[src/fv_cfg_pkg.sv]
`default_nettype none

package fv_cfg_pkg;

    localparam int node_id_w   = 8;
    localparam int num_edge_pe = 4;
    localparam int pe_tag_w    = $clog2(num_edge_pe);
    localparam int fv_line_w   = 8;                        // Feature-vector line.
    localparam int fv_off_w    = 4;                        // Offset within line.
    localparam int fv_addr_w   = fv_line_w + fv_off_w;
    localparam int num_banks   = 2;
    localparam int bank_depth  = 128;
    localparam int bank_addr_w = $clog2(bank_depth);
    localparam int req_depth   = 8;
    localparam int res_depth   = 4;

endpackage

`default_nettype wire

[src/fv_info_pkg.sv]
`default_nettype none

package fv_info_pkg;

    // Lookup request from a processing element.
    typedef struct packed {
        logic [fv_cfg_pkg::node_id_w-1:0] node_id;
        logic [fv_cfg_pkg::pe_tag_w-1:0]  pe_tag;
    } fv_req_t;

    // Lookup result returned to the tagged PE.
    typedef struct packed {
        logic [fv_cfg_pkg::fv_addr_w-1:0] fv_addr;
        logic [fv_cfg_pkg::pe_tag_w-1:0]  pe_tag;
    } fv_result_t;

endpackage

`default_nettype wire

[src/fv_result_if.sv]
`default_nettype none

interface fv_result_if;

    logic                             valid;    // One-cycle result pulse.
    logic [fv_cfg_pkg::fv_addr_w-1:0] fv_addr;
    logic [fv_cfg_pkg::pe_tag_w-1:0]  pe_tag;
    logic                             full;     // Merger queue near capacity.

    modport cntl (
        output valid, fv_addr, pe_tag,
        input  full
    );

    modport merge (
        input  valid, fv_addr, pe_tag,
        output full
    );

endinterface

`default_nettype wire

[src/req_fifo.sv]
`default_nettype none

module req_fifo #(
    parameter type payload_t = logic,
    parameter int  depth     = 8
) (
    input  logic     clk,
    input  logic     reset,
    input  logic     wr,
    input  payload_t wdata,
    input  logic     rd,
    output payload_t rdata,
    output logic     empty,
    output logic     full,
    output logic     almost_full
);

    localparam int ptr_w = (depth > 1) ? $clog2(depth) : 1;
    localparam int cnt_w = $clog2(depth + 1);

    payload_t         mem [depth];
    logic [ptr_w-1:0] wr_ptr;
    logic [ptr_w-1:0] rd_ptr;
    logic [cnt_w-1:0] count;
    logic             do_wr;
    logic             do_rd;

    assign do_wr = wr && !full;                            // Overflow dropped.
    assign do_rd = rd && !empty;

    assign empty       = (count == '0);
    assign full        = (count == cnt_w'(depth));
    assign almost_full = (count >= cnt_w'(depth - 1));
    assign rdata       = mem[rd_ptr];                      // Head of queue.

    always_ff @(posedge clk) begin
        if (do_wr) begin
            mem[wr_ptr] <= wdata;
        end
    end

    always_ff @(posedge clk) begin
        if (!reset) begin
            wr_ptr <= '0;
            rd_ptr <= '0;
            count  <= '0;
        end else begin
            if (do_wr) begin
                wr_ptr <= (wr_ptr == ptr_w'(depth - 1)) ? '0 : wr_ptr + 1'b1;
            end
            if (do_rd) begin
                rd_ptr <= (rd_ptr == ptr_w'(depth - 1)) ? '0 : rd_ptr + 1'b1;
            end
            if (do_wr && !do_rd) begin
                count <= count + 1'b1;
            end else if (do_rd && !do_wr) begin
                count <= count - 1'b1;
            end
        end
    end

endmodule

`default_nettype wire

[src/fv_info_sram.sv]
`default_nettype none

module fv_info_sram (
    input  logic                               clk,
    input  logic                               we,
    input  logic [fv_cfg_pkg::bank_addr_w-1:0] waddr,
    input  logic [fv_cfg_pkg::fv_addr_w-1:0]   wdata,
    input  logic                               cen,
    input  logic [fv_cfg_pkg::bank_addr_w-1:0] raddr,
    output logic [fv_cfg_pkg::fv_addr_w-1:0]   rdata
);

    logic [fv_cfg_pkg::fv_addr_w-1:0] mem [fv_cfg_pkg::bank_depth];

    // Table load port.
    always_ff @(posedge clk) begin
        if (we) begin
            mem[waddr] <= wdata;
        end
    end

    always_ff @(posedge clk) begin
        if (cen) begin
            rdata <= mem[raddr];                           // Held when idle.
        end
    end

endmodule

`default_nettype wire

[src/fv_info_mem_cntl.sv]
`default_nettype none

module fv_info_mem_cntl (
    input  logic                               clk,
    input  logic                               reset,
    input  logic                               empty,
    input  fv_info_pkg::fv_req_t               head,
    output logic                               pop,
    output logic                               sram_cen,
    output logic [fv_cfg_pkg::bank_addr_w-1:0] sram_addr,
    input  logic [fv_cfg_pkg::fv_addr_w-1:0]   sram_rdata,
    fv_result_if.cntl                          res
);

    typedef enum logic [1:0] {
        IDLE,
        ADDR,
        FETCH
    } state_t;

    state_t                             state, nx_state;
    logic                               nx_pop, nx_cen;
    logic [fv_cfg_pkg::bank_addr_w-1:0] nx_addr;
    logic [fv_cfg_pkg::pe_tag_w-1:0]    tag_q, nx_tag;
    logic                               rd_done, nx_rd_done;
    logic                               valid_q, nx_valid;
    logic [fv_cfg_pkg::fv_addr_w-1:0]   fv_addr_q, nx_fv_addr;
    logic [fv_cfg_pkg::pe_tag_w-1:0]    res_tag_q, nx_res_tag;

    assign res.valid   = valid_q;
    assign res.fv_addr = fv_addr_q;
    assign res.pe_tag  = res_tag_q;

    always_ff @(posedge clk) begin
        if (!reset) begin
            state     <= IDLE;
            pop       <= 1'b0;
            sram_cen  <= 1'b0;
            sram_addr <= '0;
            tag_q     <= '0;
            rd_done   <= 1'b0;
            valid_q   <= 1'b0;
            fv_addr_q <= '0;
            res_tag_q <= '0;
        end else begin
            state     <= nx_state;
            pop       <= nx_pop;
            sram_cen  <= nx_cen;
            sram_addr <= nx_addr;
            tag_q     <= nx_tag;
            rd_done   <= nx_rd_done;
            valid_q   <= nx_valid;
            fv_addr_q <= nx_fv_addr;
            res_tag_q <= nx_res_tag;
        end
    end

    always_comb begin
        nx_state   = state;
        nx_pop     = 1'b0;
        nx_cen     = 1'b0;
        nx_addr    = sram_addr;
        nx_tag     = tag_q;
        nx_rd_done = 1'b0;
        nx_valid   = 1'b0;
        nx_fv_addr = fv_addr_q;
        nx_res_tag = res_tag_q;
        if (rd_done) begin                                 // SRAM data is ready.
            nx_valid   = 1'b1;
            nx_fv_addr = sram_rdata;
            nx_res_tag = tag_q;
        end
        case (state)
            IDLE: begin
                if (!empty && !res.full) begin
                    nx_pop   = 1'b1;
                    nx_state = ADDR;
                end
            end
            ADDR: begin
                nx_cen   = 1'b1;
                nx_addr  = head.node_id[fv_cfg_pkg::node_id_w-1:1];  // Drop bank bit.
                nx_tag   = head.pe_tag;
                nx_state = FETCH;
            end
            FETCH: begin
                nx_rd_done = 1'b1;
                nx_state   = IDLE;
            end
            default: nx_state = IDLE;
        endcase
    end

endmodule

`default_nettype wire

[src/fv_info_lane.sv]
`default_nettype none

module fv_info_lane #(
    parameter bit lane_id = 1'b0
) (
    input  logic                             clk,
    input  logic                             reset,
    input  logic                             in_wr,
    input  logic [fv_cfg_pkg::node_id_w-1:0] in_node_id,
    input  logic [fv_cfg_pkg::pe_tag_w-1:0]  in_pe_tag,
    output logic                             in_full,
    input  logic                             load_en,
    input  logic [fv_cfg_pkg::node_id_w-1:0] load_addr,
    input  logic [fv_cfg_pkg::fv_addr_w-1:0] load_data,
    fv_result_if.cntl                        res
);

    fv_info_pkg::fv_req_t               req;
    fv_info_pkg::fv_req_t               head;
    logic                               req_wr;
    logic                               q_empty;
    logic                               q_pop;
    logic                               load_we;
    logic                               sram_cen;
    logic [fv_cfg_pkg::bank_addr_w-1:0] sram_addr;
    logic [fv_cfg_pkg::fv_addr_w-1:0]   sram_rdata;

    assign req_wr      = in_wr && (in_node_id[0] == lane_id);   // Our bank only.
    assign req.node_id = in_node_id;
    assign req.pe_tag  = in_pe_tag;
    assign load_we     = load_en && (load_addr[0] == lane_id);

    req_fifo #(
        .payload_t (fv_info_pkg::fv_req_t),
        .depth     (fv_cfg_pkg::req_depth)
    ) i_req_fifo (
        .clk         (clk),
        .reset       (reset),
        .wr          (req_wr),
        .wdata       (req),
        .rd          (q_pop),
        .rdata       (head),
        .empty       (q_empty),
        .full        (in_full),
        .almost_full ()
    );

    fv_info_mem_cntl i_cntl (
        .clk        (clk),
        .reset      (reset),
        .empty      (q_empty),
        .head       (head),
        .pop        (q_pop),
        .sram_cen   (sram_cen),
        .sram_addr  (sram_addr),
        .sram_rdata (sram_rdata),
        .res        (res)
    );

    fv_info_sram i_sram (
        .clk   (clk),
        .we    (load_we),
        .waddr (load_addr[fv_cfg_pkg::node_id_w-1:1]),
        .wdata (load_data),
        .cen   (sram_cen),
        .raddr (sram_addr),
        .rdata (sram_rdata)
    );

endmodule

`default_nettype wire

[src/fv_result_merge.sv]
`default_nettype none

module fv_result_merge (
    input  logic                             clk,
    input  logic                             reset,
    fv_result_if.merge                       lane0,
    fv_result_if.merge                       lane1,
    input  logic                             out_full,
    output logic                             out_valid,
    output logic [fv_cfg_pkg::fv_addr_w-1:0] out_fv_addr,
    output logic [fv_cfg_pkg::pe_tag_w-1:0]  out_pe_tag,
    output logic                             out_bank
);

    fv_info_pkg::fv_result_t wdata0, wdata1;
    fv_info_pkg::fv_result_t head0, head1;
    logic                    empty0, empty1;
    logic                    issue;
    logic                    sel;                          // Lane being issued.
    logic                    prio;                         // Preferred lane.

    assign wdata0 = '{fv_addr: lane0.fv_addr, pe_tag: lane0.pe_tag};
    assign wdata1 = '{fv_addr: lane1.fv_addr, pe_tag: lane1.pe_tag};

    req_fifo #(
        .payload_t (fv_info_pkg::fv_result_t),
        .depth     (fv_cfg_pkg::res_depth)
    ) i_res_fifo0 (
        .clk (clk), .reset (reset),
        .wr (lane0.valid), .wdata (wdata0),
        .rd (issue && !sel), .rdata (head0),
        .empty (empty0), .full (), .almost_full (lane0.full)
    );

    req_fifo #(
        .payload_t (fv_info_pkg::fv_result_t),
        .depth     (fv_cfg_pkg::res_depth)
    ) i_res_fifo1 (
        .clk (clk), .reset (reset),
        .wr (lane1.valid), .wdata (wdata1),
        .rd (issue && sel), .rdata (head1),
        .empty (empty1), .full (), .almost_full (lane1.full)
    );

    assign issue = !out_full && !(empty0 && empty1);
    assign sel   = (!empty0 && !empty1) ? prio : empty0;  // Round robin when both.

    always_ff @(posedge clk) begin
        if (!reset) begin
            out_valid <= 1'b0;
            prio      <= 1'b0;
        end else begin
            out_valid <= issue;
            if (issue) begin
                prio <= ~sel;
            end
        end
    end

    always_ff @(posedge clk) begin
        if (issue) begin
            out_fv_addr <= sel ? head1.fv_addr : head0.fv_addr;
            out_pe_tag  <= sel ? head1.pe_tag : head0.pe_tag;
            out_bank    <= sel;
        end
    end

endmodule

`default_nettype wire

[src/fv_info_lookup_top.sv]
`default_nettype none

module fv_info_lookup_top (
    input  logic                             clk,
    input  logic                             reset,
    input  logic                             in_wr,
    input  logic [fv_cfg_pkg::node_id_w-1:0] in_node_id,
    input  logic [fv_cfg_pkg::pe_tag_w-1:0]  in_pe_tag,
    output logic [fv_cfg_pkg::num_banks-1:0] in_full,
    input  logic                             load_en,
    input  logic [fv_cfg_pkg::node_id_w-1:0] load_addr,
    input  logic [fv_cfg_pkg::fv_addr_w-1:0] load_data,
    input  logic                             out_full,
    output logic                             out_valid,
    output logic [fv_cfg_pkg::fv_addr_w-1:0] out_fv_addr,
    output logic [fv_cfg_pkg::pe_tag_w-1:0]  out_pe_tag,
    output logic                             out_bank
);

    fv_result_if lane0_res ();
    fv_result_if lane1_res ();

    fv_info_lane #(.lane_id (1'b0)) i_lane0 (
        .clk (clk), .reset (reset),
        .in_wr (in_wr), .in_node_id (in_node_id), .in_pe_tag (in_pe_tag),
        .in_full (in_full[0]),
        .load_en (load_en), .load_addr (load_addr), .load_data (load_data),
        .res (lane0_res.cntl)
    );

    fv_info_lane #(.lane_id (1'b1)) i_lane1 (
        .clk (clk), .reset (reset),
        .in_wr (in_wr), .in_node_id (in_node_id), .in_pe_tag (in_pe_tag),
        .in_full (in_full[1]),
        .load_en (load_en), .load_addr (load_addr), .load_data (load_data),
        .res (lane1_res.cntl)
    );

    fv_result_merge i_merge (
        .clk (clk), .reset (reset),
        .lane0 (lane0_res.merge), .lane1 (lane1_res.merge),
        .out_full (out_full), .out_valid (out_valid),
        .out_fv_addr (out_fv_addr), .out_pe_tag (out_pe_tag), .out_bank (out_bank)
    );

endmodule

`default_nettype wire

[config.mk]
export PLATFORM = sky130hd
export DESIGN_NAME = fv_info_lookup_top
export DESIGN_NICKNAME = d
export VERILOG_FILES = /design/src/fv_cfg_pkg.sv /design/src/fv_info_pkg.sv /design/src/fv_result_if.sv /design/src/req_fifo.sv /design/src/fv_info_sram.sv /design/src/fv_info_mem_cntl.sv /design/src/fv_info_lane.sv /design/src/fv_result_merge.sv /design/src/fv_info_lookup_top.sv
export SDC_FILE = /design/constraint.sdc
export NUM_CORES = 2
export LEC_CHECK = 0
export BUFFER_PORTS_ARGS = -buffer_cell sky130_fd_sc_hd__buf_2
export CAP_MARGIN = 10
export CORE_ASPECT_RATIO = 0.6
export CORE_UTILIZATION = 33
export DETAILED_ROUTE_END_ITERATION = 7
export GPL_TIMING_DRIVEN = 0
export PLACE_DENSITY = 0.56
export SYNTH_ARGS = -nofsm -noshare
export SYNTH_HDL_FRONTEND = slang
export SYNTH_SLANG_ARGS = --single-unit
[constraint.sdc]
create_clock -name clk -period 3.8 [get_ports clk]
set_clock_uncertainty 0.2 [all_clocks]
set_input_delay 0.38 -clock clk [delete_from_list [all_inputs] [get_ports clk]]
set_output_delay 0.38 -clock clk [all_outputs]
set_load 0.01 [all_outputs]
**Word level (Yosys, flattened, before mapping)**

Memories as Yosys holds them, arrays and structs flattened. A register that Yosys moved wholly into a read port is not among the register bits.
Index checks and enable logic that the tools add are counted.

- Bits in registers: 91
- RAM bits: 3344
- Output and inout bits: 18
- Word-level logic and storage cells: 185
- Memories kept: 6

- Add/sub/neg operators: 16
- $lt $le $gt $ge: 2
- Equal/unequal tests: 18
- Mux-type cells: 47
- Bitwise operators: 3
- Reduce and logical (&&, ||, !) cells: 62

Memories:

| memory | depth | width | rd ports | clocked after Yosys merged registers in | write ports | line | text |
|---|---|---|---|---|---|---|---|
| i_lane0.i_sram.mem | 128 | 12 | 1 | 1 | 1 | fv_info_sram.sv:13 | `logic [fv_cfg_pkg::fv_addr_w-1:0] mem [fv_cfg_pkg::bank_depth];` |
| i_lane1.i_sram.mem | 128 | 12 | 1 | 1 | 1 | fv_info_sram.sv:13 |  |
| i_lane0.i_req_fifo.mem | 8 | 10 | 1 | 1 | 1 | req_fifo.sv:21 | `payload_t mem [depth];` |
| i_lane1.i_req_fifo.mem | 8 | 10 | 1 | 1 | 1 | req_fifo.sv:21 |  |
| i_merge.i_res_fifo0.mem | 4 | 14 | 1 | 1 | 1 | req_fifo.sv:21 |  |
| i_merge.i_res_fifo1.mem | 4 | 14 | 1 | 1 | 1 | req_fifo.sv:21 |  |

Operators by type and width:

| operator | number |
|---|---|
| 1-bit logical AND | 27 |
| 3-bit two-way mux | 8 |
| 1-bit logical NOT | 23 |
| 2-bit two-way mux | 11 |
| 1-bit two-way mux | 21 |
| 3-bit by 1-bit adder with 3-bit output, second input constant | 6 |
| 3-bit == test, second input constant | 6 |
| 4-bit two-way mux | 4 |
| 2-bit == test, second input constant | 6 |
| 12-bit two-way mux | 1 |
| 2-bit by 1-bit adder with 2-bit output, second input constant | 4 |
| 4-bit by 1-bit adder with 4-bit output, second input constant | 2 |
| 4-bit == test, second input constant | 2 |
| 4-bit logical NOT | 2 |
| 2-bit one-hot mux with 2 select lines | 2 |
| 2-bit nonzero test | 4 |
| 4-bit by 1-bit subtractor with 4-bit output, second input constant | 2 |
| 3-bit by 2-bit >= comparator with 1-bit output, second input constant | 2 |
| 3-bit logical NOT | 2 |
| 3-bit by 1-bit subtractor with 3-bit output, second input constant | 2 |
| 2-bit by 1-bit == test with 1-bit output, second input constant | 2 |
| 2-bit logical NOT | 2 |
| 2-bit inequality test, second input constant | 2 |
| 2-bit AND reduction | 2 |
| 1-bit inverter | 3 |

**Logic depth before layout (Yosys ltp)**

- Depth after elaboration: 10
- Depth in mapped cells: 12
- Mapped depth without buffers: 12

**Hierarchy**

A second synthesis with hierarchy kept.

- Cell total of the unflattened synthesis: 5603
- Area, all modules: 133934.7 µm²

By module, submodules not included:

| module | instances | cells each | area an instance (µm²) |
|---|---|---|---|
| fv_info_sram | 2 | 2362 | 59248.1 |
| req_fifo at i_merge.i_res_fifo0 ... | 2 | 125 | 2513.7 |
| req_fifo at i_lane1.i_req_fifo | 1 | 191 | 3711.1 |
| req_fifo at i_lane0.i_req_fifo | 1 | 191 | 3707.3 |
| fv_info_mem_cntl | 2 | 100 | 1088.5 |
| fv_result_merge | 1 | 43 | 775.7 |
| fv_info_lane at i_lane0 | 1 | 2 | 27.5 |
| fv_info_lane at i_lane1 | 1 | 2 | 12.5 |

**Least setup slack after synthesis**

Ideal clock, no wire load.

- Path kind: reg2reg
- Start point: register i_lane0.i_cntl.sram_addr[0] in the netlist's numbering
- End point: register i_lane0.i_sram.rdata[2] in the netlist's numbering, read port of i_lane0.i_sram.mem (data pin)
- Setup time: 0.260 ns
- Arrival: 2.662 ns
- Required time: 3.340 ns
- Path slack: 0.678 ns
- Stages on the path, launching flop included: 7
- Buffers on the path: 2
- Period minus slack after synthesis: 3.122 ns
- Cell sequence: dfxtp_1 buf_2 buf_1 mux4_2 mux4_2 mux4_2 mux2_2

RTL lines:

| what | line | text |
|---|---|---|
| from (decl) | fv_info_mem_cntl.sv:10 | `output logic [fv_cfg_pkg::bank_addr_w-1:0] sram_addr,` |
| from (signal assigned) | fv_info_mem_cntl.sv:49 | `sram_addr <= nx_addr;` |
| to (decl) | fv_info_sram.sv:10 | `output logic [fv_cfg_pkg::fv_addr_w-1:0] rdata` |

==> results.py <==
metrics = {
    "status": {
        "outcome": "finished with violations",
        "violations": "negative setup slack",
    },
    "synth": {
        "ys_seq_area_share_pct": 77.9,
        "syn_area_per_cell_um2": 24.1,
        "synthFlopType": "edfxtp_1",
        "yosys_warnings": 0,
        "ys_ff_latch": 3465,
        "syn_nets": 5565,
        "syn-cell-area_mm2": 0.132,
        "synthDistinctLibCells": 39,
        "synth_edf_count": 3367,
        "asyncSetResetFlopFracSynth_pct": 0,
        "syn_inst": 5500,
    },
    "routing": {
        "drt_iter0_drc": 10100,
        "route.detailed.drc": 0,
        "wl_per_cell_um": 31.9,
        "dr_total_vias": 63900,
        "final_antenna_net_count": 0,
        "vias_per_cell": 5.46,
        "drtPass1Iterations": 6,
        "finalWirelength_um": 373000,
    },
    "final_layout": {
        "fin_cells": 11700,
        "post-route-util_pct": 38.5,
        "multi_input_area_mm2": 0.0280,
        "syn2layout_area_growth_pct": 15.7,
        "drive_gt1_share_pct": 32.0,
        "nets": 6166,
        "seq_area_mm2": 0.103,
        "fill_cells": 35200,
    },
    "sta": {
        "fin_crit_sh_pct": 101,
        "slew_violations": 0,
        "finalWorstSetupSlack_ns": -0.0359,
        "setup_violations": 7,
        "hold_slack_ns": 0.136,
        "final_hold_viol_count": 0,
        "tightest_slew_ns": 1.37,
        "post-route-min-period_ns": 3.84,
        "fmax_mhz": 261,
        "slew_headroom_pct": 8.23,
    },
    "setup_path": {
        "slowest_stage": "mux4_2",
        "cp.required_ns": 4.22,
        "path_class": "reg -> reg",
        "slowest_delay_ns": 0.66,
        "arrival_ns": 4.25,
        "startpoint_type": "flop",
        "cpMostUsedCell": "mux4_2",
        "critPathMaxFanout": 10,
        "crit_chain": "buf_12 -> buf_16 -> buf_6 -> mux4_2 -> mux4_2 -> mux4_2 -> mux2_2",
        "critPathCaptureType": "flop",
    },
    "global_route": {
        "grt_max_degree": 145,
        "grt_pass1_wl_um": 510000,
        "grt_overflow": 0,
        "grtUsageTotal_pct": 18.1,
        "antenna_found_initial": 75,
        "grt_pass1_vias": 61400,
    },
    "cts": {
        "cts-root-buf": "clkbuf_16",
        "clk_pin_slew_ns": 0.06,
        "clock_latency_ns": 0.92,
        "clock-sinks": 3465,
        "cts_buffers": 319,
        "cts.htree.levels": 5,
        "clock_path_buffers": 4,
        "cts_tree": "done",
    },
    "job": {
        "cap_violations": 0,
    },
    "power_and_ir_drop": {
        "p_per_area_mw_per_mm2": 609,
        "ir_worst_vdd_mv": 0.397,
        "p_leak_nw": 45.8,
    },
    "floorplanning": {
        "die_x_um": 819,
        "dieHeight_um": 492,
        "die_area_mm2": 0.403,
        "ios": 53,
        "row_count": 179,
        "start_util_pct": 33.3,
        "core_mm2": 0.398,
    },
    "placement": {
        "dpl.cell_count": 11000,
        "place.gp.congestion": 0.846,
        "portBuffers": 52,
        "post-dp-hpwl_um": 255000,
        "place_ws_ns": -1.82,
    },
    "worst_hold_path": {
        "min-delay-path-class": "in -> reg",
    },
}
-- cell type report --
class,instances,share of cell area [%]
buffer,296,1.37
tap,5339,4.36
timing repair buffer,286,1.98
inverter,12,0.0294
sequential,3465,67.3
multi-input combinational,1721,18.3
clock buffer,400,5.62
clock inverter,167,0.973
antenna,17,0.0278
-- metal layers --
layer	part of all wire, %	GRT usage, %	up-vias
met2	38	22.4	3635
met3	14	7.11	467
li1	-	-	24800
met1	45	29.4	35000
met5	0.064	0	-
met4	1.7	3.38	40
-- final timing paths --
kind	start	to	slack (ns)	depth (start not counted)
max	i_lane0.i_cntl.sram_addr[0]	i_lane0.i_sram.rdata[5]	-0.04	7
min	load_data[2]	i_lane1.i_sram.mem[54][2]	0.14	2
max reg2reg	i_lane0.i_cntl.sram_addr[0]	i_lane0.i_sram.rdata[5]	-0.04	7
min reg2reg	i_lane1.i_cntl.state[0]	i_lane1.i_cntl.rd_done	0.28	1
-- what timing repair did --
action / 4_1_cts / 5_1_grt
hold endpoints to repair: 1227 / 0
setup endpoints to repair: 24 / 24
resized for setup: 288 / 50
setup buffers: 1 / 1
cloned: 0 / 1
hold buffers: 27 / 0
-- cells by family after synthesis --
| kind of cell | count (synthesis) | share of synthesized area (%) |
|---|---|---|
| compound gates | 49 | 0.235 |
| mux | 1170 | 19.0 |
| buf+inv | 314 | 0.998 |
| flops | 3465 | 77.9 |
| simple gates | 462 | 1.45 |
| fa+ha+maj | 30 | 0.306 |
| xor+xnor | 10 | 0.0662 |
-- report_power, final --
part / internal (mW) / switching (mW) / total (mW) / leakage [nW]
registers: 42.4 / 0.406 / 42.8 / 31.1
clock network: 17.6 / 14.3 / 32.0 / 4.92
logic: 7.41 / 11.0 / 18.4 / 9.73
total: 67.5 / 25.8 / 93.2 / 45.8
-- flip-flops by register name (all words and copies together), names as in the netlist, 56 cells and up, named ones only --
name / cells
i_lane0.i_req_fifo.mem: 72
i_lane0.i_sram.mem: 1536
i_lane1.i_req_fifo.mem: 72
i_lane1.i_sram.mem: 1536
i_merge.i_res_fifo0.mem: 56
i_merge.i_res_fifo1.mem: 56
-- cell usage after synthesis, types with 4 or more instances --
master	number	area share, %
xor2_1	6	0.040
nand2b_1	9	0.043
mux4_2	1072	18
mux2i_1	60	0.45
edfxtp_1	3367	76
mux2_2	38	0.32
and2_1	15	0.071
inv_1	11	0.031
fa_1	4	0.061
clkbuf_1	183	0.52
nand2_1	35	0.099
or3_1	6	0.028
a21oi_1	20	0.076
nor3b_1	5	0.028
buf_1	35	0.099
nor2_1	347	0.98
buf_2	71	0.27
xnor2_1	4	0.026
a211oi_1	18	0.10
o21ai_0	4	0.015
ha_1	26	0.25
nor3_1	11	0.042
nand3_1	12	0.045
dfxtp_1	98	1.5
buf_4	12	0.068
nor4_1	8	0.038
nor2b_1	8	0.038
-- per-stage QoR --
step | TNS (ns) | area [um^2] | power [mW]
finish | -0.124 | 153000 | 93.2
global placement | -5424.71 | 139000 | 61.0
CTS | 0 | 152000 | 93.2
floorplan | 0 | 132000 | 53.1
detailed placement | -381.40 | 141000 | 61.2
global route | -0.0157 | 153000 | 95.6
-- worst max-delay path: cells and delay by family, from the launching register on --
family | cells | cell delay [ns]
buffers and inverters | 3 | 0.69
flip-flops | 1 | 0.44
multiplexers | 4 | 2.16
-- placed cells by master (no fill, tap or decap), drive strengths merged, types with 11 or more instances in the layout --
| cell | n |
|---|---|
| a211oi | 18 |
| a21oi | 20 |
| and2 | 15 |
| buf | 359 |
| bufinv | 22 |
| clkbuf | 586 |
| clkinv | 124 |
| clkinvlp | 12 |
| dfxtp | 98 |
| diode | 17 |
| dlygate4sd3 | 27 |
| edfxtp | 3367 |
| ha | 26 |
| inv | 21 |
| mux2 | 38 |
| mux2i | 60 |
| mux4 | 1072 |
| nand2 | 35 |
| nand3 | 12 |
| nor2 | 347 |
| nor3 | 11 |
No activity file was read; power rests on OpenSTA's default activity.
